$ cat config.mk
export PLATFORM = sky130hd
export DESIGN_NAME = ooo_issue_top
export DESIGN_NICKNAME = d
export VERILOG_FILES = /design/src/verilog/rs_pkg.sv /design/src/verilog/ooo_issue_top.sv /design/src/verilog/result_regfile.sv /design/src/verilog/issue_execute.sv /design/src/verilog/reservation_station.sv /design/src/verilog/dispatch_decode.sv
export VERILOG_INCLUDE_DIRS = /design/src /design/src/verilog
export SDC_FILE = /design/constraint.sdc
export NUM_CORES = 1
export LEC_CHECK = 0
export ABC_AREA = 1
export CELL_PAD_IN_SITES_DETAIL_PLACEMENT = 0
export CELL_PAD_IN_SITES_GLOBAL_PLACEMENT = 2
export CORE_ASPECT_RATIO = 0.9
export CORE_MARGIN = 5
export CORE_UTILIZATION = 42
export DETAILED_ROUTE_END_ITERATION = 8
export DONT_BUFFER_PORTS = 1
export PLACE_DENSITY_LB_ADDON = 0.08
export RECOVER_POWER = 100
export SETUP_SLACK_MARGIN = 0.02
export SYNTH_ARGS = -nofsm -noshare
export SYNTH_HDL_FRONTEND = slang
export SYNTH_HIERARCHICAL = 1
export SYNTH_SLANG_ARGS = --single-unit
$ cat constraint.sdc
create_clock -name clock -period 19.5 [get_ports clock]
set_clock_uncertainty 0.05 [all_clocks]
set_input_delay 3.9 -clock clock [delete_from_list [all_inputs] [get_ports clock]]
set_output_delay 3.9 -clock clock [all_outputs]
set_load 0.05 [all_outputs]
$ cat src/verilog/rs_cfg.svh
`ifndef RS_CFG_SVH
`define RS_CFG_SVH

// Dispatch lanes per cycle
`define N               2

// Reservation station entries
`define RS_SZ           8

// Spot and dispatch counts, wide enough to hold RS_SZ
`define NUM_SCALAR_BITS 4

// Physical register tags
`define PREG_NUM        16
`define PREG_W          4

// Operand and result width
`define DATA_W          16

// Max unresolved branches, one mask bit each
`define B_MASK_W        2

`endif
$ cat src/verilog/rs_pkg.sv
`include "rs_cfg.svh"

package rs_pkg;

    // ALU ops plus the one branch kind
    typedef enum logic [2:0] {
        OP_ADD,
        OP_SUB,
        OP_AND,
        OP_XOR,
        OP_BEQ
    } op_e;

    typedef logic [`PREG_W-1:0]   phys_reg_idx_t;
    typedef logic [`B_MASK_W-1:0] b_mask_t;       // One bit per branch in flight

    // Branch bits are handed out one-hot by decode.
    // A BEQ has no dest register, so its dest field holds its own mask bit instead.
    typedef struct packed {
        op_e           op;
        phys_reg_idx_t dest;
        phys_reg_idx_t src1;
        phys_reg_idx_t src2;
        logic          src1_ready;
        logic          src2_ready;
        b_mask_t       b_mask;      // Unresolved branches this packet sits under
    } rs_packet_t;

endpackage

$ cat src/verilog/ooo_issue_top.sv
`timescale 1ns/100ps
`include "rs_cfg.svh"

module ooo_issue_top (
    input  logic                              clock,
    input  logic                              reset,
    input  logic [`NUM_SCALAR_BITS-1:0]       in_count,
    input  rs_pkg::op_e [`N-1:0]              in_op,
    input  rs_pkg::phys_reg_idx_t [`N-1:0]    in_dest,
    input  rs_pkg::phys_reg_idx_t [`N-1:0]    in_src1,
    input  rs_pkg::phys_reg_idx_t [`N-1:0]    in_src2,
    input  logic                              load_valid,
    input  rs_pkg::phys_reg_idx_t             load_tag,
    input  logic [`DATA_W-1:0]                load_value,
    output logic [`NUM_SCALAR_BITS-1:0]       accepted_count,
    output logic [`NUM_SCALAR_BITS-1:0]       rs_spots,
    output logic                              cdb_valid,
    output rs_pkg::phys_reg_idx_t             cdb_tag,
    output logic [`DATA_W-1:0]                cdb_value,
    output logic                              br_valid,
    output logic                              br_mispred
);
    import rs_pkg::*;

    logic [`NUM_SCALAR_BITS-1:0] num_dispatched;
    rs_packet_t [`N-1:0]         rs_entries;
    rs_packet_t [`RS_SZ-1:0]     rs_data;
    logic [`RS_SZ-1:0]           rs_valid_next;
    logic [`RS_SZ-1:0]           rs_data_issuing;
    phys_reg_idx_t               rd_tag1;
    phys_reg_idx_t               rd_tag2;
    logic [`DATA_W-1:0]          rd_value1;
    logic [`DATA_W-1:0]          rd_value2;
    b_mask_t                     b_mm_resolve;
    logic                        b_mm_mispred;

    dispatch_decode decode0 (
        .clock, .reset, .in_count, .in_op, .in_dest, .in_src1, .in_src2,
        .rs_spots, .cdb_valid, .cdb_tag, .b_mm_resolve, .b_mm_mispred,
        .accepted_count, .num_dispatched, .rs_entries
    );

    reservation_station rs0 (
        .clock, .reset, .num_dispatched, .rs_entries, .cdb_valid, .cdb_tag,
        .rs_data_issuing, .b_mm_resolve, .b_mm_mispred,
        .rs_spots, .rs_data, .rs_valid_next
    );

    issue_execute exec0 (
        .clock, .reset, .rs_data, .rs_valid_next, .rd_value1, .rd_value2,
        .rs_data_issuing, .rd_tag1, .rd_tag2, .cdb_valid, .cdb_tag, .cdb_value,
        .b_mm_resolve, .b_mm_mispred
    );

    result_regfile prf0 (
        .clock, .reset, .cdb_valid, .cdb_tag, .cdb_value,
        .load_valid, .load_tag, .load_value, .rd_tag1, .rd_tag2,
        .rd_value1, .rd_value2
    );

    assign br_valid   = |b_mm_resolve;  // One-hot resolve means a branch finished
    assign br_mispred = b_mm_mispred;

endmodule

$ cat src/verilog/result_regfile.sv
`timescale 1ns/100ps
`include "rs_cfg.svh"

module result_regfile (
    input  logic                  clock,
    input  logic                  reset,
    input  logic                  cdb_valid,
    input  rs_pkg::phys_reg_idx_t cdb_tag,
    input  logic [`DATA_W-1:0]    cdb_value,
    input  logic                  load_valid,   // External preload
    input  rs_pkg::phys_reg_idx_t load_tag,
    input  logic [`DATA_W-1:0]    load_value,
    input  rs_pkg::phys_reg_idx_t rd_tag1,
    input  rs_pkg::phys_reg_idx_t rd_tag2,
    output logic [`DATA_W-1:0]    rd_value1,
    output logic [`DATA_W-1:0]    rd_value2
);
    import rs_pkg::*;

    logic [`DATA_W-1:0] regs [`PREG_NUM];

    always_ff @(posedge clock) begin
        if (reset) begin
            for (int t = 0; t < `PREG_NUM; t++) regs[t] <= '0;
        end else begin
            if (load_valid) regs[load_tag] <= load_value;
            if (cdb_valid)  regs[cdb_tag] <= cdb_value;  // CDB beats preload on the same tag
        end
    end

    // Bypass the broadcast that lands at the end of this cycle
    assign rd_value1 = (cdb_valid && cdb_tag == rd_tag1) ? cdb_value : regs[rd_tag1];
    assign rd_value2 = (cdb_valid && cdb_tag == rd_tag2) ? cdb_value : regs[rd_tag2];

endmodule

$ cat src/verilog/issue_execute.sv
`timescale 1ns/100ps
`include "rs_cfg.svh"

module issue_execute (
    input  logic                              clock,
    input  logic                              reset,
    input  rs_pkg::rs_packet_t [`RS_SZ-1:0]   rs_data,
    input  logic [`RS_SZ-1:0]                 rs_valid_next,
    input  logic [`DATA_W-1:0]                rd_value1,     // Operands for the picked entry
    input  logic [`DATA_W-1:0]                rd_value2,
    output logic [`RS_SZ-1:0]                 rs_data_issuing,
    output rs_pkg::phys_reg_idx_t             rd_tag1,
    output rs_pkg::phys_reg_idx_t             rd_tag2,
    output logic                              cdb_valid,
    output rs_pkg::phys_reg_idx_t             cdb_tag,
    output logic [`DATA_W-1:0]                cdb_value,
    output rs_pkg::b_mask_t                   b_mm_resolve,
    output logic                              b_mm_mispred
);
    import rs_pkg::*;

    logic [`RS_SZ-1:0]  sel_oh;
    rs_packet_t         sel_pkt;
    logic               found;
    logic               ex_valid;   // Op held in the execute register
    op_e                ex_op;
    logic [`DATA_W-1:0] ex_a;
    logic [`DATA_W-1:0] ex_b;
    phys_reg_idx_t      ex_dest;
    logic [`DATA_W-1:0] alu_out;
    logic               is_br;

    // Lowest-index entry with both sources ready
    always_comb begin
        sel_oh  = '0;
        sel_pkt = '0;
        found   = 1'b0;
        for (int i = 0; i < `RS_SZ; i++) begin
            if (!found && rs_valid_next[i] && rs_data[i].src1_ready && rs_data[i].src2_ready) begin
                found     = 1'b1;
                sel_oh[i] = 1'b1;
                sel_pkt   = rs_data[i];
            end
        end
    end

    assign rs_data_issuing = sel_oh;
    assign rd_tag1         = sel_pkt.src1;
    assign rd_tag2         = sel_pkt.src2;

    always_ff @(posedge clock) begin
        if (reset) ex_valid <= 1'b0;
        else       ex_valid <= found && !(b_mm_mispred && |(sel_pkt.b_mask & b_mm_resolve));
    end

    always_ff @(posedge clock) begin
        ex_op   <= sel_pkt.op;
        ex_a    <= rd_value1;
        ex_b    <= rd_value2;
        ex_dest <= sel_pkt.dest;
    end

    always_comb begin
        case (ex_op)
            OP_ADD:  alu_out = ex_a + ex_b;
            OP_SUB:  alu_out = ex_a - ex_b;
            OP_AND:  alu_out = ex_a & ex_b;
            OP_XOR:  alu_out = ex_a ^ ex_b;
            default: alu_out = ex_a - ex_b;  // BEQ compare, result unused
        endcase
    end

    assign is_br        = ex_valid && (ex_op == OP_BEQ);
    assign cdb_valid    = ex_valid && (ex_op != OP_BEQ);
    assign cdb_tag      = ex_dest;
    assign cdb_value    = alu_out;
    assign b_mm_resolve = is_br ? ex_dest[`B_MASK_W-1:0] : '0;  // Own bit from the dest field
    assign b_mm_mispred = is_br && (ex_a == ex_b);              // Predicted not taken

    a_cdb_or_branch: assert property (@(posedge clock) disable iff (reset)
        !(cdb_valid && |b_mm_resolve));

endmodule

$ cat src/verilog/reservation_station.sv
`timescale 1ns/100ps
`include "rs_cfg.svh"

module reservation_station (
    input  logic                              clock,
    input  logic                              reset,
    input  logic [`NUM_SCALAR_BITS-1:0]       num_dispatched,  // Valid packets in rs_entries
    input  rs_pkg::rs_packet_t [`N-1:0]       rs_entries,
    input  logic                              cdb_valid,
    input  rs_pkg::phys_reg_idx_t             cdb_tag,
    input  logic [`RS_SZ-1:0]                 rs_data_issuing, // One-hot pick from execute
    input  rs_pkg::b_mask_t                   b_mm_resolve,
    input  logic                              b_mm_mispred,
    output logic [`NUM_SCALAR_BITS-1:0]       rs_spots,
    output rs_pkg::rs_packet_t [`RS_SZ-1:0]   rs_data,
    output logic [`RS_SZ-1:0]                 rs_valid_next    // Valid after squash
);
    import rs_pkg::*;

    logic [`RS_SZ-1:0] rs_valid;
    logic [`RS_SZ-1:0] slot_oh [`N];  // Entry picked for each lane
    logic [`RS_SZ-1:0] alloc_vec;     // Entries filled at this edge

    // Lane l takes the l-th lowest free entry
    always_comb begin
        logic [`RS_SZ-1:0] free_vec;

        free_vec  = ~rs_valid;
        alloc_vec = '0;
        for (int l = 0; l < `N; l++) begin
            slot_oh[l] = '0;
            for (int i = `RS_SZ - 1; i >= 0; i--) begin
                if (free_vec[i]) slot_oh[l] = `RS_SZ'(1) << i;  // Lowest index wins
            end
            free_vec = free_vec & ~slot_oh[l];
            if (l < num_dispatched) alloc_vec = alloc_vec | slot_oh[l];
        end
    end

    // Counted off registered valids, so entries leaving now free up next cycle
    always_comb begin
        rs_spots = '0;
        for (int i = 0; i < `RS_SZ; i++) begin
            if (!rs_valid[i]) rs_spots = rs_spots + 1'b1;
        end
    end

    // Squash anything under the mispredicted bit
    always_comb begin
        for (int i = 0; i < `RS_SZ; i++) begin
            rs_valid_next[i] = rs_valid[i]
                && !(b_mm_mispred && |(rs_data[i].b_mask & b_mm_resolve));
        end
    end

    always_ff @(posedge clock) begin
        if (reset) rs_valid <= '0;
        else       rs_valid <= (rs_valid_next & ~rs_data_issuing) | alloc_vec;
    end

    always_ff @(posedge clock) begin
        for (int i = 0; i < `RS_SZ; i++) begin
            rs_data[i].b_mask <= rs_data[i].b_mask & ~b_mm_resolve;  // Resolved bit drops out
            // Wakeup
            if (cdb_valid && rs_data[i].src1 == cdb_tag) rs_data[i].src1_ready <= 1'b1;
            if (cdb_valid && rs_data[i].src2 == cdb_tag) rs_data[i].src2_ready <= 1'b1;
            for (int l = 0; l < `N; l++) begin
                if (l < num_dispatched && slot_oh[l][i]) rs_data[i] <= rs_entries[l];
            end
        end
    end

    a_issue_onehot: assert property (@(posedge clock) disable iff (reset)
        $onehot0(rs_data_issuing));

    // Execute may only pick an entry that survives squash
    a_issue_valid: assert property (@(posedge clock) disable iff (reset)
        (rs_data_issuing & ~rs_valid_next) == '0);

endmodule

$ cat src/verilog/dispatch_decode.sv
`timescale 1ns/100ps
`include "rs_cfg.svh"

module dispatch_decode (
    input  logic                              clock,
    input  logic                              reset,
    input  logic [`NUM_SCALAR_BITS-1:0]       in_count,       // Lanes offered, lowest first
    input  rs_pkg::op_e [`N-1:0]              in_op,
    input  rs_pkg::phys_reg_idx_t [`N-1:0]    in_dest,
    input  rs_pkg::phys_reg_idx_t [`N-1:0]    in_src1,
    input  rs_pkg::phys_reg_idx_t [`N-1:0]    in_src2,
    input  logic [`NUM_SCALAR_BITS-1:0]       rs_spots,       // Free station entries
    input  logic                              cdb_valid,
    input  rs_pkg::phys_reg_idx_t             cdb_tag,
    input  rs_pkg::b_mask_t                   b_mm_resolve,
    input  logic                              b_mm_mispred,
    output logic [`NUM_SCALAR_BITS-1:0]       accepted_count,
    output logic [`NUM_SCALAR_BITS-1:0]       num_dispatched,
    output rs_pkg::rs_packet_t [`N-1:0]       rs_entries
);
    import rs_pkg::*;

    logic [`PREG_NUM-1:0]        busy;                  // Tag waits on a producer
    logic [`PREG_NUM-1:0]        busy_next;
    b_mask_t                     cur_mask;              // Branch bits in use
    b_mask_t                     mask_next;
    b_mask_t                     tag_mask [`PREG_NUM];  // Mask of each tag's latest producer
    b_mask_t                     br_dep   [`B_MASK_W];  // Full mask of the branch owning a bit
    b_mask_t                     own_bit  [`N];         // Bit granted to a BEQ lane
    logic [`NUM_SCALAR_BITS-1:0] acc;

    always_comb begin
        b_mask_t                     run_mask;
        b_mask_t                     avail;
        logic [`NUM_SCALAR_BITS-1:0] limit;
        logic                        stop;
        logic                        take;

        busy_next = busy;
        if (cdb_valid) busy_next[cdb_tag] = 1'b0;  // Same-cycle broadcast counts as ready
        if (b_mm_mispred) begin
            for (int t = 0; t < `PREG_NUM; t++) begin
                // Squashed producers will never broadcast
                if (|(tag_mask[t] & b_mm_resolve)) busy_next[t] = 1'b0;
            end
        end

        // Free bits of the mispredicted branch and of every branch younger than it
        mask_next = cur_mask & ~b_mm_resolve;
        if (b_mm_mispred) begin
            for (int b = 0; b < `B_MASK_W; b++) begin
                if (|(br_dep[b] & b_mm_resolve)) mask_next[b] = 1'b0;
            end
        end

        run_mask = cur_mask & ~b_mm_resolve;  // Bit resolving now is not carried forward
        avail    = ~cur_mask;                 // A freed bit is reusable only next cycle
        limit    = (in_count < rs_spots) ? in_count : rs_spots;
        stop     = b_mm_mispred;              // Nothing enters during a mispredict
        acc      = '0;
        for (int l = 0; l < `N; l++) begin
            own_bit[l] = '0;
            take       = !stop && (l < limit);
            if (take && in_op[l] == OP_BEQ) begin
                if (avail == '0) take = 1'b0;                 // No branch bit left
                else own_bit[l] = avail & (~avail + 1'b1);   // Lowest free bit
            end
            avail     = avail & ~own_bit[l];
            run_mask  = run_mask | own_bit[l];  // Branch and all younger lanes carry it
            mask_next = mask_next | own_bit[l];

            rs_entries[l].op         = in_op[l];
            rs_entries[l].dest       = (in_op[l] == OP_BEQ) ? phys_reg_idx_t'(own_bit[l])
                                                            : in_dest[l];
            rs_entries[l].src1       = in_src1[l];
            rs_entries[l].src2       = in_src2[l];
            rs_entries[l].src1_ready = !busy_next[in_src1[l]];
            rs_entries[l].src2_ready = !busy_next[in_src2[l]];
            rs_entries[l].b_mask     = run_mask;

            if (take) begin
                acc = acc + 1'b1;
                // Older lane's dest is busy for the younger lanes too
                if (in_op[l] != OP_BEQ) busy_next[in_dest[l]] = 1'b1;
            end
            stop = stop || !take;  // Accepted lanes stay contiguous
        end
    end

    assign accepted_count = acc;
    assign num_dispatched = acc;

    always_ff @(posedge clock) begin
        if (reset) begin
            busy     <= '0;
            cur_mask <= '0;
            for (int t = 0; t < `PREG_NUM; t++) tag_mask[t] <= '0;
            for (int b = 0; b < `B_MASK_W; b++) br_dep[b] <= '0;
        end else begin
            busy     <= busy_next;
            cur_mask <= mask_next;
            for (int t = 0; t < `PREG_NUM; t++) tag_mask[t] <= tag_mask[t] & ~b_mm_resolve;
            for (int b = 0; b < `B_MASK_W; b++) br_dep[b] <= br_dep[b] & ~b_mm_resolve;
            for (int l = 0; l < `N; l++) begin
                if (l < acc) begin
                    if (in_op[l] == OP_BEQ) begin
                        for (int b = 0; b < `B_MASK_W; b++) begin
                            if (own_bit[l][b]) br_dep[b] <= rs_entries[l].b_mask;
                        end
                    end else begin
                        tag_mask[in_dest[l]] <= rs_entries[l].b_mask;  // Later lane wins
                    end
                end
            end
        end
    end

    // Station must never be asked to take more than it has room for
    a_acc_le_spots: assert property (@(posedge clock) disable iff (reset)
        accepted_count <= rs_spots);

endmodule

==> results.toml, run 1 <==
[run_status]
outcome = "complete, but fails checks"
violations = "capacitance limit, slew limit"

[routing]
ant_nets = 0
vias = 31386
drtPass1Iterations = 6
wl_per_cell_um = 24.52
viasPerCell = 5.784
drt_iter0_drc = 3210
drc = 0
routed_wl_um = 133000

[timing]
whs_ps = 408.8
min_period_over_period = 0.7513
slew_headroom = -1.319
hold_violations = 0
setup_viol = 0
timing.setup.tns_ps = 0
rsz0062_at_grt = "false"
report.final.slew_viol_count = 336
tightest_slew_ps = 3478
fmax_ghz = 0.06826
finalCriticalPeriod_ps = 14650

[clock_network]
worstSkewPairLatency_ps = 640
cts_made_buffers = 58
root_buffer = "clkbuf_16"
cts_max_level = 2
post-cts-setup-buffer-count = 0
cts_tree = "done"
holdBufCountCts = 0
clk_path_buf_depth = 3
cts-resized-gates = 0
numClockSinks = 508
path_clk_slew_ps = 60

[logic_synthesis]
synth-seq-cells = 508
syn_avg_cell_area_um2 = 7.452
ys_warn_count = 6
synthTopCellsByArea = "edfxtp_1, nand2_1, nand3_1"
synth-edff-count = 392
post-synth-top-count-cell = "nand2_1"
yosysTopAreaCellShare = 0.3507
synthArstFlopShare = 0
synth_area_um2 = 33570
synthCells = 4504
yosysTopAreaCell = "edfxtp_1"
yosys_most_used_dff = "edfxtp_1"
synth_cell_types = 73
ys_seq_area_frac = 0.4199
synth_common_cells = "nand2_1, nand3_1, inv_1"

[place]
port_buffers = 0
dp_hpwl_um = 88490
routabilityCongestion = 0.8855

[setup_path]
crit_fanout = 60
crit_type = "reg -> reg"
worstPathArrival_ps = 15120
end_kind = "register"
required_ps = 19960
reg2regPathDepth = 20
crit_path_start_kind = "register"

[run]
max_cap_viol_count = 12

[floorplanning]
die_x_um = 308.0
rows = 98
die_area_um2 = 85680
die_h_um = 278.2
core-area_um2 = 79330
ios = 88
initial_core_util = 0.4231

[global_route]
grt_pass1_vias = 29350
grt_max_degree = 72
grt_use_total = 0.2991
grt_first_pass_wirelength_um = 195000
grt_overflow = 0
antenna_found_initial = 0

[min_path]
whs_path_depth = 2
min_path_type = "reg -> reg"

[cells_and_area]
fin_util = 0.4457
area_growth_pct = 5.342
drive_above_1_share = 0.05187
diodes = 0
final_nets = 4435
fill_cells = 8245
==> registers in the layout, indices dropped and copies added, names as in the netlist, 4 cells and up <==
name / flops
exec0/cdb_tag: 4
prf0/regs: 256
rs0/rs_data: 152
decode0/tag_mask: 32
exec0/ex_a: 16
rs0/rs_valid: 8
exec0/ex_b: 16
decode0/busy: 16
==> layout by cell type (no fill, tap or decap), types with 4 or more instances in the layout <==
cell and instances:
o2111ai_1 8, o21bai_1 6, o21a_1 4, ha_1 45
inv_1 561, nand4_1 76, clkinv_1 7, o41ai_1 7
nor3_2 5, clkbuf_16 60, and2_1 7, conb_1 4
clkbuf_1 42, or2_2 14, nand3_2 7, a21oi_2 6
nand2_2 13, a21oi_1 121, a221oi_1 8, dfxtp_1 113
nand2_4 5, nor3_1 16, a22oi_1 17, inv_2 24
o211ai_1 42, clkinv_2 9, clkbuf_8 7, o21ai_0 232
nor2_1 180, nand2_1 1279, edfxtp_1 392, xnor2_1 22
o21ai_1 10, xor2_1 24, buf_4 29, o22ai_1 271
nand3_1 618, nand3b_1 7, bufinv_16 4
==> routing by layer <==
layer,GRT usage,share of wire
met4,0.1092,0.042
met1,0.4109,0.42
met3,0.04573,0.079
met2,0.4816,0.46
met5,0,0
==> cell type report <==
class                           instances  area (um^2)  share of cell area
Clock buffer                           82         1665             0.04710
Timing Repair Buffer                   60        345.3            0.009766
Tap cell                             1050         1314             0.03716
Multi-Input combinational cell       3111        15440              0.4368
Sequential cell                       508        14100              0.3987
Inverter                              592         2230             0.06306
Clock inverter                         23        264.0            0.007466
==> metrics by stage <==
step | std cells | worst slack [ps] | area, um^2
3_5_place_dp | 5321 | 7907 | 33860
5_1_grt | 5426 | 4137 | 35360
2_1_floorplan | 4507 | 8800 | 33580
6_report | 5426 | 4849 | 35360
3_3_place_gp | 5321 | 8005 | 33860
4_1_cts | 5426 | 7200 | 35790
==> kinds of logic (layout without fill, tap and decap cells) <==
kind of cell	count (synthesis)	count (layout)	share of synthesized area
XOR/XNOR	46	46	0.01200
other	1	4	0.0001117
adder cells (fa/ha/maj)	47	47	0.01797
flip-flops	508	508	0.4199
AND/OR/NAND/NOR	2250	2250	0.2982
AO/OA/AOI/OAI	764	764	0.1382
buffers and inverters	888	757	0.1136
==> path summary, 6_finish.rpt <==
check | start | to | slack, ps
worst max-delay path | exec0/cdb_tag[0]$_DFF_P_ | exec0/ex_b[15]$_DFF_P_ | 4850
worst min-delay path | rs0/rs_data[145]$_DFFE_PP_ | exec0/cdb_tag[0]$_DFF_P_ | 410
worst max register to register | exec0/cdb_tag[0]$_DFF_P_ | exec0/ex_b[15]$_DFF_P_ | 4850
worst min register to register | rs0/rs_data[145]$_DFFE_PP_ | exec0/cdb_tag[0]$_DFF_P_ | 410
==> critical path, cell delays in order (launching register included) <==
cell and delay [ps]:
dfxtp_2 310, clkbuf_1 1560, nand2_1 210, inv_1 160, clkbuf_1 680, a22o_1 250, a21oi_1 130, nand3_2 210
nand3_1 90, nor2_1 290, nand4_1 170, nor2_1 1020, nand2_1 240, nand3_4 160, clkbuf_1 2440, clkinvlp_2 2800
clkbuf_1 940, a21oi_1 1370, nand3_1 980, nand2_1 310, nand2_1 80
Power of run 1 is left out: the tool's default activity adds up to more than one toggle a clock period on the data nets, which glitch-free logic cannot reach.
==> run 2: changes to the inputs <==
- CORE_UTILIZATION: 42 -> 39
- clock period: 19.5 -> 14.85 ns (I/O delays scaled with it)
==> run 2 against run 1 <==
Net effect:
- setup slack worse by 2400 ps
- critical path type unchanged
- routed wire length up 4.7%
- cell count up 1.9%
- the run still ends with capacitance limit, slew limit left
- first-iteration DRC count down 6.1%
==> results.toml, run 2 (synthesized netlist as in run 1, its figures left out) <==
[setup_path]
cp_slowest_stage_delay_ps = 1720
path_buf_inv = 5
end_kind = "register"
crit_fanout = 91
reg2reg_slack_ps = 2450
crit_chain = "clkbuf_1 -> nand2_1 -> inv_1 -> inv_1 -> o22ai_1 -> a21oi_1 -> nand3_1 -> nand4_1 -> nor2_1 -> a221oi_1 -> nand3_1 -> inv_4 -> clkbuf_2 -> a21oi_1 -> nand3_1 -> nand2_1 -> nand2_1"
cp.depth = 17
cp-endpoint = "exec0/ex_a[2]$_DFF_P_"
cp_slowest_cell = "a21oi_1"
worstSetupStartpoint = "exec0/cdb_tag[0]$_DFF_P_"
worstPathArrival_ps = 12880
required_ps = 15320
timing.rr.end = "exec0/ex_a[2]$_DFF_P_"
crit_type = "reg -> reg"
reg2regPathDepth = 17
r2r-start = "exec0/cdb_tag[0]$_DFF_P_"
crit_path_start_kind = "register"
crit_family = "simple AND/OR/NAND/NOR gates"

[clock_network]
post-cts-setup-buffer-count = 0
cts_tree = "done"
path_clk_slew_ps = 60
worstSkewPairLatency_ps = 650
holdBufCountCts = 0
cts-resized-gates = 0
cts_made_buffers = 60
clk_path_buf_depth = 3
cts_max_level = 2
numClockSinks = 508
root_buffer = "clkbuf_16"

[cells_and_area]
largest-register = "prf0/regs"
area_growth_pct = 6.542
top_regs = "prf0/regs (256), rs0/rs_data (152), decode0/tag_mask (32)"
final_cell_mix = "nand2_1, nand3_1, inv_1"
largest_reg_flops = 256
final_nets = 4437
mostFrequentLayoutCell = "nand2_1"
drive_above_1_share = 0.05497

[routing]
drc = 0
vias = 31385
wl_per_cell_um = 25.18
drtPass1Iterations = 6
drt_iter0_drc = 3015
ant_nets = 0
viasPerCell = 5.675
routed_wl_um = 139200

[timing]
report.final.slew_viol_count = 419
tightest_slew_ps = 3547
setup_viol = 0
hold_violations = 0
slew_headroom = -1.364
rsz0062_at_grt = "false"
min_period_over_period = 0.8353
finalCriticalPeriod_ps = 12400
timing.setup.tns_ps = 0
fmax_ghz = 0.08062

[floorplanning]
die_h_um = 288.3
initial_core_util = 0.3914
rows = 102
die_x_um = 319.2
ios = 88
core-area_um2 = 85760
die_area_um2 = 92040

[global_route]
grt_pass1_vias = 30369
grt_use_total = 0.2923
antenna_found_initial = 1
grt_overflow = 0
grt_max_degree = 92
grt_first_pass_wirelength_um = 203700

[place]
dp_hpwl_um = 92890
port_buffers = 0
routabilityCongestion = 0.8868

[min_path]
min_path_type = "reg -> reg"

[run_status]
violations = "capacitance limit, slew limit"
outcome = "complete, but fails checks"

[run]
max_cap_viol_count = 16
[run 2: changes by cell type in the layout (fill, tap and decap cells not counted), moves of 3 or more]
cell        change
clkbuf_1       -11
bufinv_16      +10
clkbuf_8        -7
clkinvlp_4      +7
clkinv_1        +4
clkbuf_16       +3
clkbuf_4        -3
[run 2: area by class of cell]
cell class                      count  area (um^2)
Fill cell                        9059        50000
Antenna cell                        2        5.005
Timing Repair Buffer               60        354.1
Inverter                          592         2231
Sequential cell                   508        14100
Clock inverter                     46        616.8
Multi-Input combinational cell   3111        15430
Tap cell                         1144         1431
Clock buffer                       67         1592
[run 2: worst min-delay path by stage]
stage,start,end,slack (ps),depth (start not counted)
floorplan,rs0/rs_data[89]$_DFFE_PP_,exec0/cdb_tag[1]$_DFF_P_,380,2
global placement,rs0/rs_data[145]$_DFFE_PP_,exec0/cdb_tag[0]$_DFF_P_,390,2
detailed placement,rs0/rs_data[145]$_DFFE_PP_,exec0/cdb_tag[0]$_DFF_P_,410,2
CTS,rs0/rs_data[146]$_DFFE_PP_,exec0/cdb_tag[1]$_DFF_P_,430,2
global route,rs0/rs_data[145]$_DFFE_PP_,exec0/cdb_tag[0]$_DFF_P_,450,2
finish,rs0/rs_data[146]$_DFFE_PP_,exec0/cdb_tag[1]$_DFF_P_,420,2
[run 2: worst reg2reg max path, cell delays in order, from the launching register on]
cell      delay [ps]
dfxtp_2          310
clkbuf_1        1560
nand2_1          240
inv_1            540
inv_1            400
o22ai_1          270
a21oi_1          150
nand3_1          370
nand4_1          210
nor2_1          1060
a221oi_1         370
nand3_1         1580
inv_4            700
clkbuf_2        1380
a21oi_1         1770
nand3_1          970
nand2_1          280
nand2_1           80
[run 2: metal layers]
metal	global-route usage	up-vias	share of wire
met3	0.03679	262	0.070
met4	0.1307	0	0.049
met1	0.3842	14948	0.42
met2	0.4867	1324	0.46
li1	-	14851	-
met5	0	-	0
[run 2: through the flow]
stage / worst slack, ps / std cells / hold WS (ps) / instance area [um^2] / utilization
after floorplan: 5080 / 4507 / 379.6 / 33580 / -
after detailed placement: 4199 / 5415 / 412.9 / 33990 / 0.3963
after CTS: 3475 / 5528 / 427.5 / 36200 / 0.4221
after global routing: 1546 / 5529 / 448.9 / 35760 / 0.4170
final: 2446 / 5530 / 419.9 / 35760 / 0.4170
after global placement: 4299 / 5415 / 392.3 / 33990 / 0.3963
Power of run 2 is left out for the same reason.
